--- config.mk ---
export PLATFORM = sky130hd
export DESIGN_NAME = rv_exec_top
export DESIGN_NICKNAME = d
export VERILOG_FILES = /design/src/logic/rv_exec_pkg.sv /design/src/logic/ex_status_if.sv /design/src/logic/alu.sv /design/src/logic/completion_pipe.sv /design/src/logic/hazard_unit.sv /design/src/logic/mul_unit.sv /design/src/logic/operand_stage.sv /design/src/logic/reg_file.sv /design/src/logic/rv_exec_top.sv
export SDC_FILE = /design/constraint.sdc
export NUM_CORES = 2
export LEC_CHECK = 0
export BUFFER_PORTS_ARGS = -buffer_cell sky130_fd_sc_hd__buf_4
export CORE_MARGIN = 2
export CORE_UTILIZATION = 35
export CTS_CLUSTER_SIZE = 40
export DETAILED_ROUTE_END_ITERATION = 10
export GPL_ROUTABILITY_DRIVEN = 0
export HOLD_SLACK_MARGIN = 0.02
export PLACE_DENSITY_LB_ADDON = 0.12
export RECOVER_POWER = 25
export SLEW_MARGIN = 20
export SYNTH_ARGS = -nofsm -noshare
export SYNTH_HDL_FRONTEND = slang
export SYNTH_SLANG_ARGS = --single-unit
--- constraint.sdc ---
create_clock -name clk_i -period 8.9 [get_ports clk_i]
set_input_delay 0.89 -clock clk_i [delete_from_list [all_inputs] [get_ports clk_i]]
set_output_delay 0.89 -clock clk_i [all_outputs]
set_load 0.01 [all_outputs]
--- src/logic/rv_exec_pkg.sv ---
package rv_exec_pkg;

    ///////////////////////////////////////////////////////////////////////
    // Widths
    ///////////////////////////////////////////////////////////////////////

    localparam int XLEN_DEF   = 32;
    localparam int REG_ADDR_W = 5;
    localparam int NUM_REGS   = 32;
    localparam int IMM_W      = 12;

    typedef logic [REG_ADDR_W-1:0] reg_addr_t;

    ///////////////////////////////////////////////////////////////////////
    // Operation encodings
    ///////////////////////////////////////////////////////////////////////

    typedef enum logic [2:0] {
        ALU_ADD,
        ALU_SUB,
        ALU_AND,
        ALU_OR,
        ALU_XOR,
        ALU_SLT,
        ALU_SLTU,
        ALU_SLL
    } alu_op_e;

    // Unit whose result a pipe stage waits for
    typedef enum logic {
        FU_ALU,
        FU_MUL
    } func_unit_e;

    // Decoded instruction, 32 bits wide
    typedef struct packed {
        func_unit_e       fu;
        alu_op_e          alu_op;
        reg_addr_t        rd;
        reg_addr_t        rs1;
        reg_addr_t        rs2;
        logic             use_imm;
        logic [IMM_W-1:0] imm;
    } decoded_instr_t;

endpackage

--- src/logic/ex_status_if.sv ---
`timescale 1ns/1ns

interface ex_status_if import rv_exec_pkg::*; #(
    parameter int XLEN = XLEN_DEF
) ();

    // EX1 stage
    logic            ex1_pending;
    reg_addr_t       ex1_rd;
    logic            ex1_data_valid;
    logic [XLEN-1:0] ex1_data;
    logic            ex1_ready;

    // EX2 stage
    logic            ex2_pending;
    reg_addr_t       ex2_rd;
    logic            ex2_data_valid;
    logic [XLEN-1:0] ex2_data;

    modport pipe (
        output ex1_pending, ex1_rd, ex1_data_valid, ex1_data, ex1_ready,
        output ex2_pending, ex2_rd, ex2_data_valid, ex2_data
    );

    modport hazard (
        input ex1_pending, ex1_rd, ex1_data_valid, ex1_data, ex1_ready,
        input ex2_pending, ex2_rd, ex2_data_valid, ex2_data
    );

endinterface

--- src/logic/alu.sv ---
`timescale 1ns/1ns

module alu import rv_exec_pkg::*; #(
    parameter int XLEN = XLEN_DEF
) (
    input  alu_op_e         i_op,
    input  logic [XLEN-1:0] i_a,
    input  logic [XLEN-1:0] i_b,
    output logic [XLEN-1:0] o_result
);

    localparam int SHAMT_W = $clog2(XLEN);

    logic [XLEN:0]   difference;
    logic            lt_unsigned;
    logic            lt_signed;
    logic [XLEN-1:0] sum;

    assign sum = i_a + i_b;

    // One subtractor for SUB and both compares; the extra top bit is the borrow
    assign difference  = {1'b0, i_a} - {1'b0, i_b};
    assign lt_unsigned = difference[XLEN];
    assign lt_signed   = (i_a[XLEN-1] != i_b[XLEN-1]) ? i_a[XLEN-1] : difference[XLEN-1];

    always_comb begin
        o_result = sum;
        unique case (i_op)
            ALU_ADD:  o_result = sum;
            ALU_SUB:  o_result = difference[XLEN-1:0];
            ALU_AND:  o_result = i_a & i_b;
            ALU_OR:   o_result = i_a | i_b;
            ALU_XOR:  o_result = i_a ^ i_b;
            ALU_SLT:  o_result = {{(XLEN-1){1'b0}}, lt_signed};
            ALU_SLTU: o_result = {{(XLEN-1){1'b0}}, lt_unsigned};
            ALU_SLL:  o_result = i_a << i_b[SHAMT_W-1:0];
        endcase
    end

endmodule

--- src/logic/completion_pipe.sv ---
`timescale 1ns/1ns

module completion_pipe import rv_exec_pkg::*; #(
    parameter int XLEN = XLEN_DEF
) (
    input  logic            clk_i,
    input  logic            rst_ni,
    input  logic            i_issue,
    input  func_unit_e      i_fu,
    input  reg_addr_t       i_rd,
    input  logic [XLEN-1:0] i_alu_result,
    input  logic            i_mul_valid,
    input  logic [XLEN-1:0] i_mul_data,
    ex_status_if.pipe       status,
    output logic            o_wb_valid,
    output reg_addr_t       o_wb_rd,
    output logic [XLEN-1:0] o_wb_data
);

    logic            ex1_pending_q, ex1_pending_d;
    func_unit_e      ex1_select_q, ex1_select_d;
    reg_addr_t       ex1_rd_q, ex1_rd_d;
    logic [XLEN-1:0] ex1_alu_q, ex1_alu_d;
    logic            ex1_data_valid;
    logic [XLEN-1:0] ex1_data;

    logic            ex2_pending_q, ex2_pending_d;
    func_unit_e      ex2_select_q, ex2_select_d;
    reg_addr_t       ex2_rd_q, ex2_rd_d;
    logic [XLEN-1:0] ex2_alu_q, ex2_alu_d;
    logic            ex2_data_valid;
    logic [XLEN-1:0] ex2_data;

    logic ex2_ready;

    assign ex2_ready = !ex2_pending_q || ex2_data_valid;

    // A multiplier result belongs to EX2 while EX2 still waits on it
    assign ex1_data_valid = (ex1_select_q == FU_ALU) || (i_mul_valid && ex2_select_q != FU_MUL);
    assign ex1_data       = (ex1_select_q == FU_ALU) ? ex1_alu_q : i_mul_data;
    assign ex2_data_valid = (ex2_select_q == FU_ALU) || i_mul_valid;
    assign ex2_data       = (ex2_select_q == FU_ALU) ? ex2_alu_q : i_mul_data;

    ///////////////////////////////////////////////////////////////////////
    // EX1 stage
    ///////////////////////////////////////////////////////////////////////

    always_comb begin
        ex1_pending_d = ex1_pending_q;
        ex1_select_d  = ex1_select_q;
        ex1_rd_d      = ex1_rd_q;
        ex1_alu_d     = ex1_alu_q;

        // Hold a finished result locally while EX2 is blocked
        if (ex1_data_valid) begin
            ex1_select_d = FU_ALU;
            ex1_alu_d    = ex1_data;
        end
        if (ex2_ready) ex1_pending_d = 1'b0;

        if (i_issue) begin
            ex1_pending_d = 1'b1;
            ex1_select_d  = i_fu;
            ex1_rd_d      = i_rd;
            ex1_alu_d     = i_alu_result;
        end
    end

    ///////////////////////////////////////////////////////////////////////
    // EX2 stage
    ///////////////////////////////////////////////////////////////////////

    always_comb begin
        ex2_pending_d = ex2_pending_q;
        ex2_select_d  = ex2_select_q;
        ex2_rd_d      = ex2_rd_q;
        ex2_alu_d     = ex2_alu_q;

        // Retire
        if (ex2_data_valid) begin
            ex2_pending_d = 1'b0;
            ex2_select_d  = FU_ALU;
        end

        // Promote from EX1, already resolved if its data is there
        if (ex1_pending_q && ex2_ready) begin
            ex2_pending_d = 1'b1;
            ex2_rd_d      = ex1_rd_q;
            ex2_select_d  = ex1_data_valid ? FU_ALU : ex1_select_q;
            ex2_alu_d     = ex1_data;
        end
    end

    always_ff @(posedge clk_i or negedge rst_ni) begin
        if (!rst_ni) begin
            ex1_pending_q <= 1'b0;
            ex1_select_q  <= FU_ALU;
            ex1_rd_q      <= '0;
            ex2_pending_q <= 1'b0;
            ex2_select_q  <= FU_ALU;
            ex2_rd_q      <= '0;
        end else begin
            ex1_pending_q <= ex1_pending_d;
            ex1_select_q  <= ex1_select_d;
            ex1_rd_q      <= ex1_rd_d;
            ex2_pending_q <= ex2_pending_d;
            ex2_select_q  <= ex2_select_d;
            ex2_rd_q      <= ex2_rd_d;
        end
    end

    always_ff @(posedge clk_i) begin
        ex1_alu_q <= ex1_alu_d;
        ex2_alu_q <= ex2_alu_d;
    end

    // Status for bypass and hazard checks
    assign status.ex1_pending    = ex1_pending_q;
    assign status.ex1_rd         = ex1_rd_q;
    assign status.ex1_data_valid = ex1_data_valid;
    assign status.ex1_data       = ex1_data;
    assign status.ex1_ready      = ex2_ready || !ex1_pending_q;
    assign status.ex2_pending    = ex2_pending_q;
    assign status.ex2_rd         = ex2_rd_q;
    assign status.ex2_data_valid = ex2_data_valid;
    assign status.ex2_data       = ex2_data;

    assign o_wb_valid = ex2_pending_q && ex2_data_valid;
    assign o_wb_rd    = ex2_rd_q;
    assign o_wb_data  = ex2_data;

endmodule

--- src/logic/hazard_unit.sv ---
`timescale 1ns/1ns

module hazard_unit import rv_exec_pkg::*; #(
    parameter int XLEN = XLEN_DEF
) (
    input  logic               i_valid,
    input  decoded_instr_t     i_instr,
    input  logic [XLEN-1:0]    i_rs1_val,
    input  logic [XLEN-1:0]    i_rs2_val,
    input  logic               i_mul_ready,
    ex_status_if.hazard        status,
    output logic               o_ex_ready,
    output logic               o_issue,
    output logic [XLEN-1:0]    o_rs1,
    output logic [XLEN-1:0]    o_rs2,
    output logic [XLEN-1:0]    o_operand_b
);

    logic data_hazard;
    logic struct_hazard;

    function automatic logic hit(input logic pending, input reg_addr_t rd, input reg_addr_t rs);
        return pending && rd == rs && rs != '0;
    endfunction

    ///////////////////////////////////////////////////////////////////////
    // Bypass and data hazard
    ///////////////////////////////////////////////////////////////////////

    // EX2 first, so a younger EX1 result overrides it
    always_comb begin
        data_hazard = 1'b0;

        o_rs1 = i_rs1_val;
        if (hit(status.ex2_pending, status.ex2_rd, i_instr.rs1)) begin
            if (status.ex2_data_valid) o_rs1 = status.ex2_data;
            else data_hazard = 1'b1;
        end
        if (hit(status.ex1_pending, status.ex1_rd, i_instr.rs1)) begin
            if (status.ex1_data_valid) o_rs1 = status.ex1_data;
            else data_hazard = 1'b1;
        end

        o_rs2 = i_rs2_val;
        if (hit(status.ex2_pending, status.ex2_rd, i_instr.rs2)) begin
            if (status.ex2_data_valid) o_rs2 = status.ex2_data;
            else data_hazard = 1'b1;
        end
        if (hit(status.ex1_pending, status.ex1_rd, i_instr.rs2)) begin
            if (status.ex1_data_valid) o_rs2 = status.ex1_data;
            else data_hazard = 1'b1;
        end
    end

    ///////////////////////////////////////////////////////////////////////
    // Structural hazard and issue
    ///////////////////////////////////////////////////////////////////////

    assign struct_hazard = !status.ex1_ready || (i_instr.fu == FU_MUL && !i_mul_ready);

    assign o_ex_ready = !data_hazard && !struct_hazard;
    assign o_issue    = i_valid && o_ex_ready;

    // Sign-extended immediate replaces rs2 for the ALU
    assign o_operand_b = i_instr.use_imm ?
                         {{(XLEN-IMM_W){i_instr.imm[IMM_W-1]}}, i_instr.imm} : o_rs2;

endmodule

--- src/logic/mul_unit.sv ---
`timescale 1ns/1ns

module mul_unit import rv_exec_pkg::*; #(
    parameter int XLEN = XLEN_DEF
) (
    input  logic            clk_i,
    input  logic            rst_ni,
    input  logic            i_start,
    input  logic [XLEN-1:0] i_a,
    input  logic [XLEN-1:0] i_b,
    output logic            o_ready,
    output logic            o_valid,
    output logic [XLEN-1:0] o_value
);

    localparam int CNT_W = $clog2(XLEN);

    logic             busy_q;
    logic             valid_q;
    logic [CNT_W-1:0] cnt_q;
    logic [XLEN-1:0]  mcand_q;
    logic [XLEN-1:0]  mplier_q;
    logic [XLEN-1:0]  acc_q;

    // One multiplier bit per cycle, XLEN steps after the start edge
    always_ff @(posedge clk_i or negedge rst_ni) begin
        if (!rst_ni) begin
            busy_q  <= 1'b0;
            valid_q <= 1'b0;
            cnt_q   <= '0;
        end else if (i_start) begin
            busy_q  <= 1'b1;
            valid_q <= 1'b0;
            cnt_q   <= '0;
        end else if (busy_q) begin
            if (cnt_q == CNT_W'(XLEN - 1)) begin
                busy_q  <= 1'b0;
                valid_q <= 1'b1;
            end else begin
                cnt_q <= cnt_q + 1'b1;
            end
        end
    end

    // Only the low word is kept, so the shifted-out bits are dropped
    always_ff @(posedge clk_i) begin
        if (i_start) begin
            mcand_q  <= i_a;
            mplier_q <= i_b;
            acc_q    <= '0;
        end else if (busy_q) begin
            if (mplier_q[0]) acc_q <= acc_q + mcand_q;
            mcand_q  <= mcand_q << 1;
            mplier_q <= mplier_q >> 1;
        end
    end

    assign o_ready = !busy_q;
    assign o_valid = valid_q;
    assign o_value = acc_q;

endmodule

--- src/logic/operand_stage.sv ---
`timescale 1ns/1ns

module operand_stage import rv_exec_pkg::*; #(
    parameter int XLEN = XLEN_DEF
) (
    input  logic            clk_i,
    input  logic            rst_ni,
    input  logic            i_valid,
    output logic            o_ready,
    input  decoded_instr_t  i_instr,
    output logic            o_valid,
    output decoded_instr_t  o_instr,
    output logic [XLEN-1:0] o_rs1_val,
    output logic [XLEN-1:0] o_rs2_val,
    input  logic            i_ex_ready,
    input  logic            i_wb_en,
    input  reg_addr_t       i_wb_rd,
    input  logic [XLEN-1:0] i_wb_data
);

    logic            valid_q;
    decoded_instr_t  instr_q;
    logic [XLEN-1:0] rf_a;
    logic [XLEN-1:0] rf_b;

    // Free when empty, or when the held instruction leaves this cycle
    assign o_ready = !valid_q || i_ex_ready;

    always_ff @(posedge clk_i or negedge rst_ni) begin
        if (!rst_ni) begin
            valid_q <= 1'b0;
        end else if (i_valid && o_ready) begin
            valid_q <= 1'b1;
        end else if (valid_q && i_ex_ready) begin
            valid_q <= 1'b0;
        end
    end

    always_ff @(posedge clk_i) begin
        if (i_valid && o_ready) begin
            instr_q <= i_instr;
        end
    end

    reg_file #(
        .XLEN (XLEN)
    ) u_reg_file (
        .clk_i     (clk_i),
        .rst_ni    (rst_ni),
        .i_ra_sel  (instr_q.rs1),
        .i_rb_sel  (instr_q.rs2),
        .o_ra_data (rf_a),
        .o_rb_data (rf_b),
        .i_w_en    (i_wb_en),
        .i_w_sel   (i_wb_rd),
        .i_w_data  (i_wb_data)
    );

    // Bypass a write-back that lands on the same edge
    assign o_rs1_val = (i_wb_en && i_wb_rd == instr_q.rs1 && instr_q.rs1 != '0) ?
                       i_wb_data : rf_a;
    assign o_rs2_val = (i_wb_en && i_wb_rd == instr_q.rs2 && instr_q.rs2 != '0) ?
                       i_wb_data : rf_b;

    assign o_valid = valid_q;
    assign o_instr = instr_q;

endmodule

--- src/logic/reg_file.sv ---
`timescale 1ns/1ns

module reg_file import rv_exec_pkg::*; #(
    parameter int XLEN = XLEN_DEF
) (
    input  logic            clk_i,
    input  logic            rst_ni,
    input  reg_addr_t       i_ra_sel,
    input  reg_addr_t       i_rb_sel,
    output logic [XLEN-1:0] o_ra_data,
    output logic [XLEN-1:0] o_rb_data,
    input  logic            i_w_en,
    input  reg_addr_t       i_w_sel,
    input  logic [XLEN-1:0] i_w_data
);

    logic [XLEN-1:0] regs_q [NUM_REGS];

    // Entry 0 is never written, so it stays at its reset value of zero
    always_ff @(posedge clk_i or negedge rst_ni) begin
        if (!rst_ni) begin
            for (int i = 0; i < NUM_REGS; i++) begin
                regs_q[i] <= '0;
            end
        end else if (i_w_en && i_w_sel != '0) begin
            regs_q[i_w_sel] <= i_w_data;
        end
    end

    assign o_ra_data = regs_q[i_ra_sel];
    assign o_rb_data = regs_q[i_rb_sel];

endmodule

--- src/logic/rv_exec_top.sv ---
`timescale 1ns/1ns

module rv_exec_top import rv_exec_pkg::*; #(
    parameter int XLEN = XLEN_DEF
) (
    input  logic             clk_i,
    input  logic             rst_ni,

    // Issue
    input  logic             i_valid,
    output logic             o_ready,
    input  func_unit_e       i_fu,
    input  alu_op_e          i_alu_op,
    input  reg_addr_t        i_rd,
    input  reg_addr_t        i_rs1,
    input  reg_addr_t        i_rs2,
    input  logic             i_use_imm,
    input  logic [IMM_W-1:0] i_imm,

    // Write-back
    output logic             o_wb_valid,
    output reg_addr_t        o_wb_rd,
    output logic [XLEN-1:0]  o_wb_data
);

    decoded_instr_t  in_instr;
    decoded_instr_t  op_instr;
    logic            op_valid;
    logic            ex_ready;
    logic [XLEN-1:0] rs1_val;
    logic [XLEN-1:0] rs2_val;
    logic            issue;
    logic [XLEN-1:0] ex_rs1;
    logic [XLEN-1:0] ex_rs2;
    logic [XLEN-1:0] operand_b;
    logic [XLEN-1:0] alu_result;
    logic            mul_start;
    logic            mul_ready;
    logic            mul_valid;
    logic [XLEN-1:0] mul_data;

    ex_status_if #(.XLEN(XLEN)) ex_status ();

    assign in_instr = '{
        fu:      i_fu,
        alu_op:  i_alu_op,
        rd:      i_rd,
        rs1:     i_rs1,
        rs2:     i_rs2,
        use_imm: i_use_imm,
        imm:     i_imm
    };

    assign mul_start = issue && op_instr.fu == FU_MUL;

    operand_stage #(.XLEN(XLEN)) u_operand_stage (
        .clk_i      (clk_i),
        .rst_ni     (rst_ni),
        .i_valid    (i_valid),
        .o_ready    (o_ready),
        .i_instr    (in_instr),
        .o_valid    (op_valid),
        .o_instr    (op_instr),
        .o_rs1_val  (rs1_val),
        .o_rs2_val  (rs2_val),
        .i_ex_ready (ex_ready),
        .i_wb_en    (o_wb_valid),
        .i_wb_rd    (o_wb_rd),
        .i_wb_data  (o_wb_data)
    );

    hazard_unit #(.XLEN(XLEN)) u_hazard_unit (
        .i_valid     (op_valid),
        .i_instr     (op_instr),
        .i_rs1_val   (rs1_val),
        .i_rs2_val   (rs2_val),
        .i_mul_ready (mul_ready),
        .status      (ex_status.hazard),
        .o_ex_ready  (ex_ready),
        .o_issue     (issue),
        .o_rs1       (ex_rs1),
        .o_rs2       (ex_rs2),
        .o_operand_b (operand_b)
    );

    alu #(.XLEN(XLEN)) u_alu (
        .i_op     (op_instr.alu_op),
        .i_a      (ex_rs1),
        .i_b      (operand_b),
        .o_result (alu_result)
    );

    mul_unit #(.XLEN(XLEN)) u_mul_unit (
        .clk_i   (clk_i),
        .rst_ni  (rst_ni),
        .i_start (mul_start),
        .i_a     (ex_rs1),
        .i_b     (ex_rs2),
        .o_ready (mul_ready),
        .o_valid (mul_valid),
        .o_value (mul_data)
    );

    completion_pipe #(.XLEN(XLEN)) u_completion_pipe (
        .clk_i        (clk_i),
        .rst_ni       (rst_ni),
        .i_issue      (issue),
        .i_fu         (op_instr.fu),
        .i_rd         (op_instr.rd),
        .i_alu_result (alu_result),
        .i_mul_valid  (mul_valid),
        .i_mul_data   (mul_data),
        .status       (ex_status.pipe),
        .o_wb_valid   (o_wb_valid),
        .o_wb_rd      (o_wb_rd),
        .o_wb_data    (o_wb_data)
    );

endmodule

==> run metrics <==
f_max=127.0 MHz; CP Launch Type=flip-flop; total track usage=26.95%; Seq cells post-synth=1238; Post-CTS Hold Fix Bufs=0; htree depth=4; failing checks=capacitance limit, slew limit; Final Hold Viols=0; MaxCap Viol Count=6; Setup crit start=u_completion_pipe.ex2_select_q; DR DRC count=0; syn_area_per_cell=10.51 um^2; RR Endpoint=u_completion_pipe.ex1_alu_q[31]; Routed WL=277400 um; area leader, netlist=dfrtp_1; vias after detailed routing=55380; core area=199900 um^2; Mapped Area=70490 um^2; Crit Path Max Fanout=52; leakage=0.03312 uW; initial core utilization=35.27%; required time worst endpoint=9.45 ns; worst hold-check path type=in -> reg; fraction of layout cells with a size suffix above 1=19.02%; Post-synth EDFFs=160; total CTS buffers=148; remaining global-route overflow=0; WHS Endpoint=u_operand_stage.o_instr[12]; Final Skew=0.03423 ns; post-DP HPWL=178000 um; die area=205000 um^2; Hold Startpoint=i_use_imm; Ports=74; Hold Path Stages=1; Total Negative Setup Slacks=0 ns; async set or reset register ratio after synthesis=84.49%; top_reg_cell synth=dfrtp_1; fillers=19540; Worst-path clk slew=0.07 ns; Finished Cell Area=79530 um^2; Seq/Total Area, Yosys=44.86%; Final setup viols=0; postcts setup bufs=0; Post-Place Cell Area=74710 um^2; Post-DRT Antenna Nets=0; Area contributors post-synth=dfrtp_1, mux4_2, a21oi_1; # nets final=6711; Final Max Slew Viols=382; post_cts resized=0; Die Y=452.8 um; first-pass GRT wire length=402400 um; Worst Max-Slew Pin Slew=4.419 ns; Layout area overhead=12.83%; Worst-Skew Late Latency=0.82 ns; RSZ-0062 raised after global routing=false; top-area cell type share of the netlist area=37.13%; clock tree root driver cell=clkbuf_16; Crit Path Category=reg -> reg; synthesized net count=6868; Tmin final=7.876 ns; WP data arrival=8.43 ns; Starting DRT DRC Count=6005; Cell variety after synth=97; WHS=0.2794 ns; endpoint class of the critical path=flip-flop; cell mode on critical path=nand2_1; slowest cell on the critical path=dfrtp_1; fin crit share=88.50%; Peak VDD IR=0.2050 mV; IO buf count=73; clk buf depth=3; worst reg2reg path startpoint=u_completion_pipe.ex2_select_q; largest net degree at the start of global routing=160; Syn Inst Count=6708; 1st-pass router iterations=6; Final Power=33720 uW; # rows=164; flop-to-flop setup slack=1.02 ns; Max stage delay on crit path=1.16 ns; CTS tree=built; PD cells=424.1 nW/um^2; antenna violations before repair=13; outcome=finished with violations; Syn. warnings=0; slew margin rel.=-194.6%; DR vias/cell=5.938; Reg2Reg Depth=27; vias in the first global route=54510; wire per inst=29.74 um; TritonCTS Sinks=1238; Die W=452.8 um
-- final cells by class --
class	instances	area [um^2]	area share (%)
multi-input combinational	4681	36450	45.83
sequential	1238	31620	39.76
clock buffer	225	4309	5.418
tap	2656	3323	4.179
timing repair buffer	321	2703	3.398
inverter	161	609.3	0.7662
clock inverter	40	503.0	0.6325
antenna	4	10.01	0.01259
-- critical path, delay by kind of cell (launching register included) --
kind / cells / cell delay, ns
DFF: 1 / 1.16
and+or+nand+nor: 7 / 1.07
buffers and inverters: 4 / 0.93
AOI/OAI and AO/OA: 14 / 3.33
adders and majority gates: 2 / 0.99
-- cells by family (layout without fill, tap and decap cells) --
| family | count (synthesis) | count (layout) | share of synthesized area [%] |
|---|---|---|---|
| buf+inv | 789 | 747 | 4.409 |
| simple gates | 1862 | 1862 | 10.82 |
| flops | 1238 | 1238 | 44.86 |
| mux | 827 | 827 | 22.09 |
| compound gates | 1785 | 1785 | 14.53 |
| other cells | 0 | 4 | 0 |
| xor+xnor | 77 | 77 | 0.9674 |
| fa+ha+maj | 130 | 130 | 2.322 |
-- how the worst max path moves through the flow --
| stage | depth (start not counted) | slack [ns] | to |
|---|---|---|---|
| CTS | 29 | 1.33 | u_completion_pipe.ex1_alu_q[31] |
| floorplan | 33 | 1.66 | u_completion_pipe.ex1_alu_q[31] |
| global route | 27 | 0.62 | u_completion_pipe.ex1_alu_q[31] |
| global placement | 29 | 1.25 | u_completion_pipe.ex1_alu_q[31] |
| detailed placement | 29 | 1.32 | u_completion_pipe.ex1_alu_q[31] |
| finish | 27 | 1.02 | u_completion_pipe.ex1_alu_q[31] |
-- registers in the layout (all words and copies together) (netlist names) --
signal and cells:
u_mul_unit.o_value 32, u_mul_unit.busy_q 1, u_completion_pipe.status.ex2_pending 1, u_completion_pipe.o_wb_rd 5, u_operand_stage.o_instr 32, u_mul_unit.mplier_q 32, u_mul_unit.o_valid 1, u_completion_pipe.ex1_select_q 1
u_mul_unit.mcand_q 32, u_operand_stage.u_reg_file.regs_q 1024, u_completion_pipe.ex2_alu_q 32, u_operand_stage.o_valid 1, u_completion_pipe.status.ex1_rd 5, u_completion_pipe.ex2_select_q 1, u_mul_unit.cnt_q 5, u_completion_pipe.ex1_alu_q 32
u_completion_pipe.status.ex1_pending 1
-- cells in the final DEF, fill, tap and decap left out, types with 22 or more instances in the layout --
| cell type | n |
|---|---|
| a21oi_1 | 1064 |
| a22oi_1 | 62 |
| a31oi_1 | 31 |
| buf_12 | 24 |
| buf_4 | 256 |
| clkbuf_1 | 61 |
| clkbuf_16 | 154 |
| clkbuf_4 | 27 |
| dfrtp_1 | 1045 |
| dfxtp_1 | 32 |
| edfxtp_1 | 160 |
| ha_1 | 122 |
| inv_1 | 153 |
| mux2_1 | 22 |
| mux2_2 | 46 |
| mux2i_1 | 151 |
| mux2i_4 | 30 |
| mux4_2 | 576 |
| nand2_1 | 469 |
| nand2b_1 | 23 |
| nand3_1 | 49 |
| nand4_1 | 22 |
| nor2_1 | 1088 |
| nor3_1 | 53 |
| o211ai_1 | 54 |
| o21a_1 | 36 |
| o21ai_0 | 264 |
| o21bai_1 | 25 |
| o22ai_1 | 35 |
| xnor2_1 | 62 |
-- stage by stage --
| stage | util, % | setup WS [ns] | std cells |
|---|---|---|---|
| global route | 39.79 | 0.6236 | 9323 |
| detailed placement | 37.38 | 1.322 | 9054 |
| CTS | 39.79 | 1.332 | 9319 |
| floorplan | - | 1.664 | 6708 |
| global placement | 37.36 | 1.246 | 9052 |
| finish | 39.79 | 1.024 | 9326 |
-- cell usage after synthesis, types with 17 or more instances --
cell type  count
buf_1         58
o31ai_1       17
nor4_1        19
dfxtp_1       32
o211ai_1      54
buf_2         51
o221ai_1      21
o21ai_0      264
a31oi_1       31
mux2i_1      183
o22ai_1       35
a21o_1        19
inv_1        154
o21bai_1      25
edfxtp_1     160
nor2_1      1109
nor3_1        59
a21oi_1     1064
and3_1        17
nand2b_1      25
o21a_1        36
a211oi_1      20
clkbuf_1     503
a22oi_1       62
nor2b_1       22
nand4_1       22
ha_1         122
dfrtp_1     1046
mux2_2        61
xnor2_1       62
nand3_1       51
mux4_2       576
nand2_1      472
-- power by group --
| part | internal (uW) | switching, uW | leakage [uW] | total (uW) |
|---|---|---|---|---|
| registers | 8410 | 2030 | 0.0155 | 10400 |
| logic | 6930 | 10200 | 0.0153 | 17100 |
| clock network | 3610 | 2560 | 0.00236 | 6170 |
| total | 18900 | 14800 | 0.0331 | 33700 |
-- per-layer routing --
layer / global-route usage [%] / up-vias / wire length [um]
li1: - / 24110 / -
met1: 37.77 / 28530 / 120100
met2: 42.19 / 2255 / 127600
met3: 4.317 / 490 / 19170
met4: 9.750 / 4 / 10490
met5: 0 / - / 29
No activity file was read; power rests on OpenSTA's default activity.
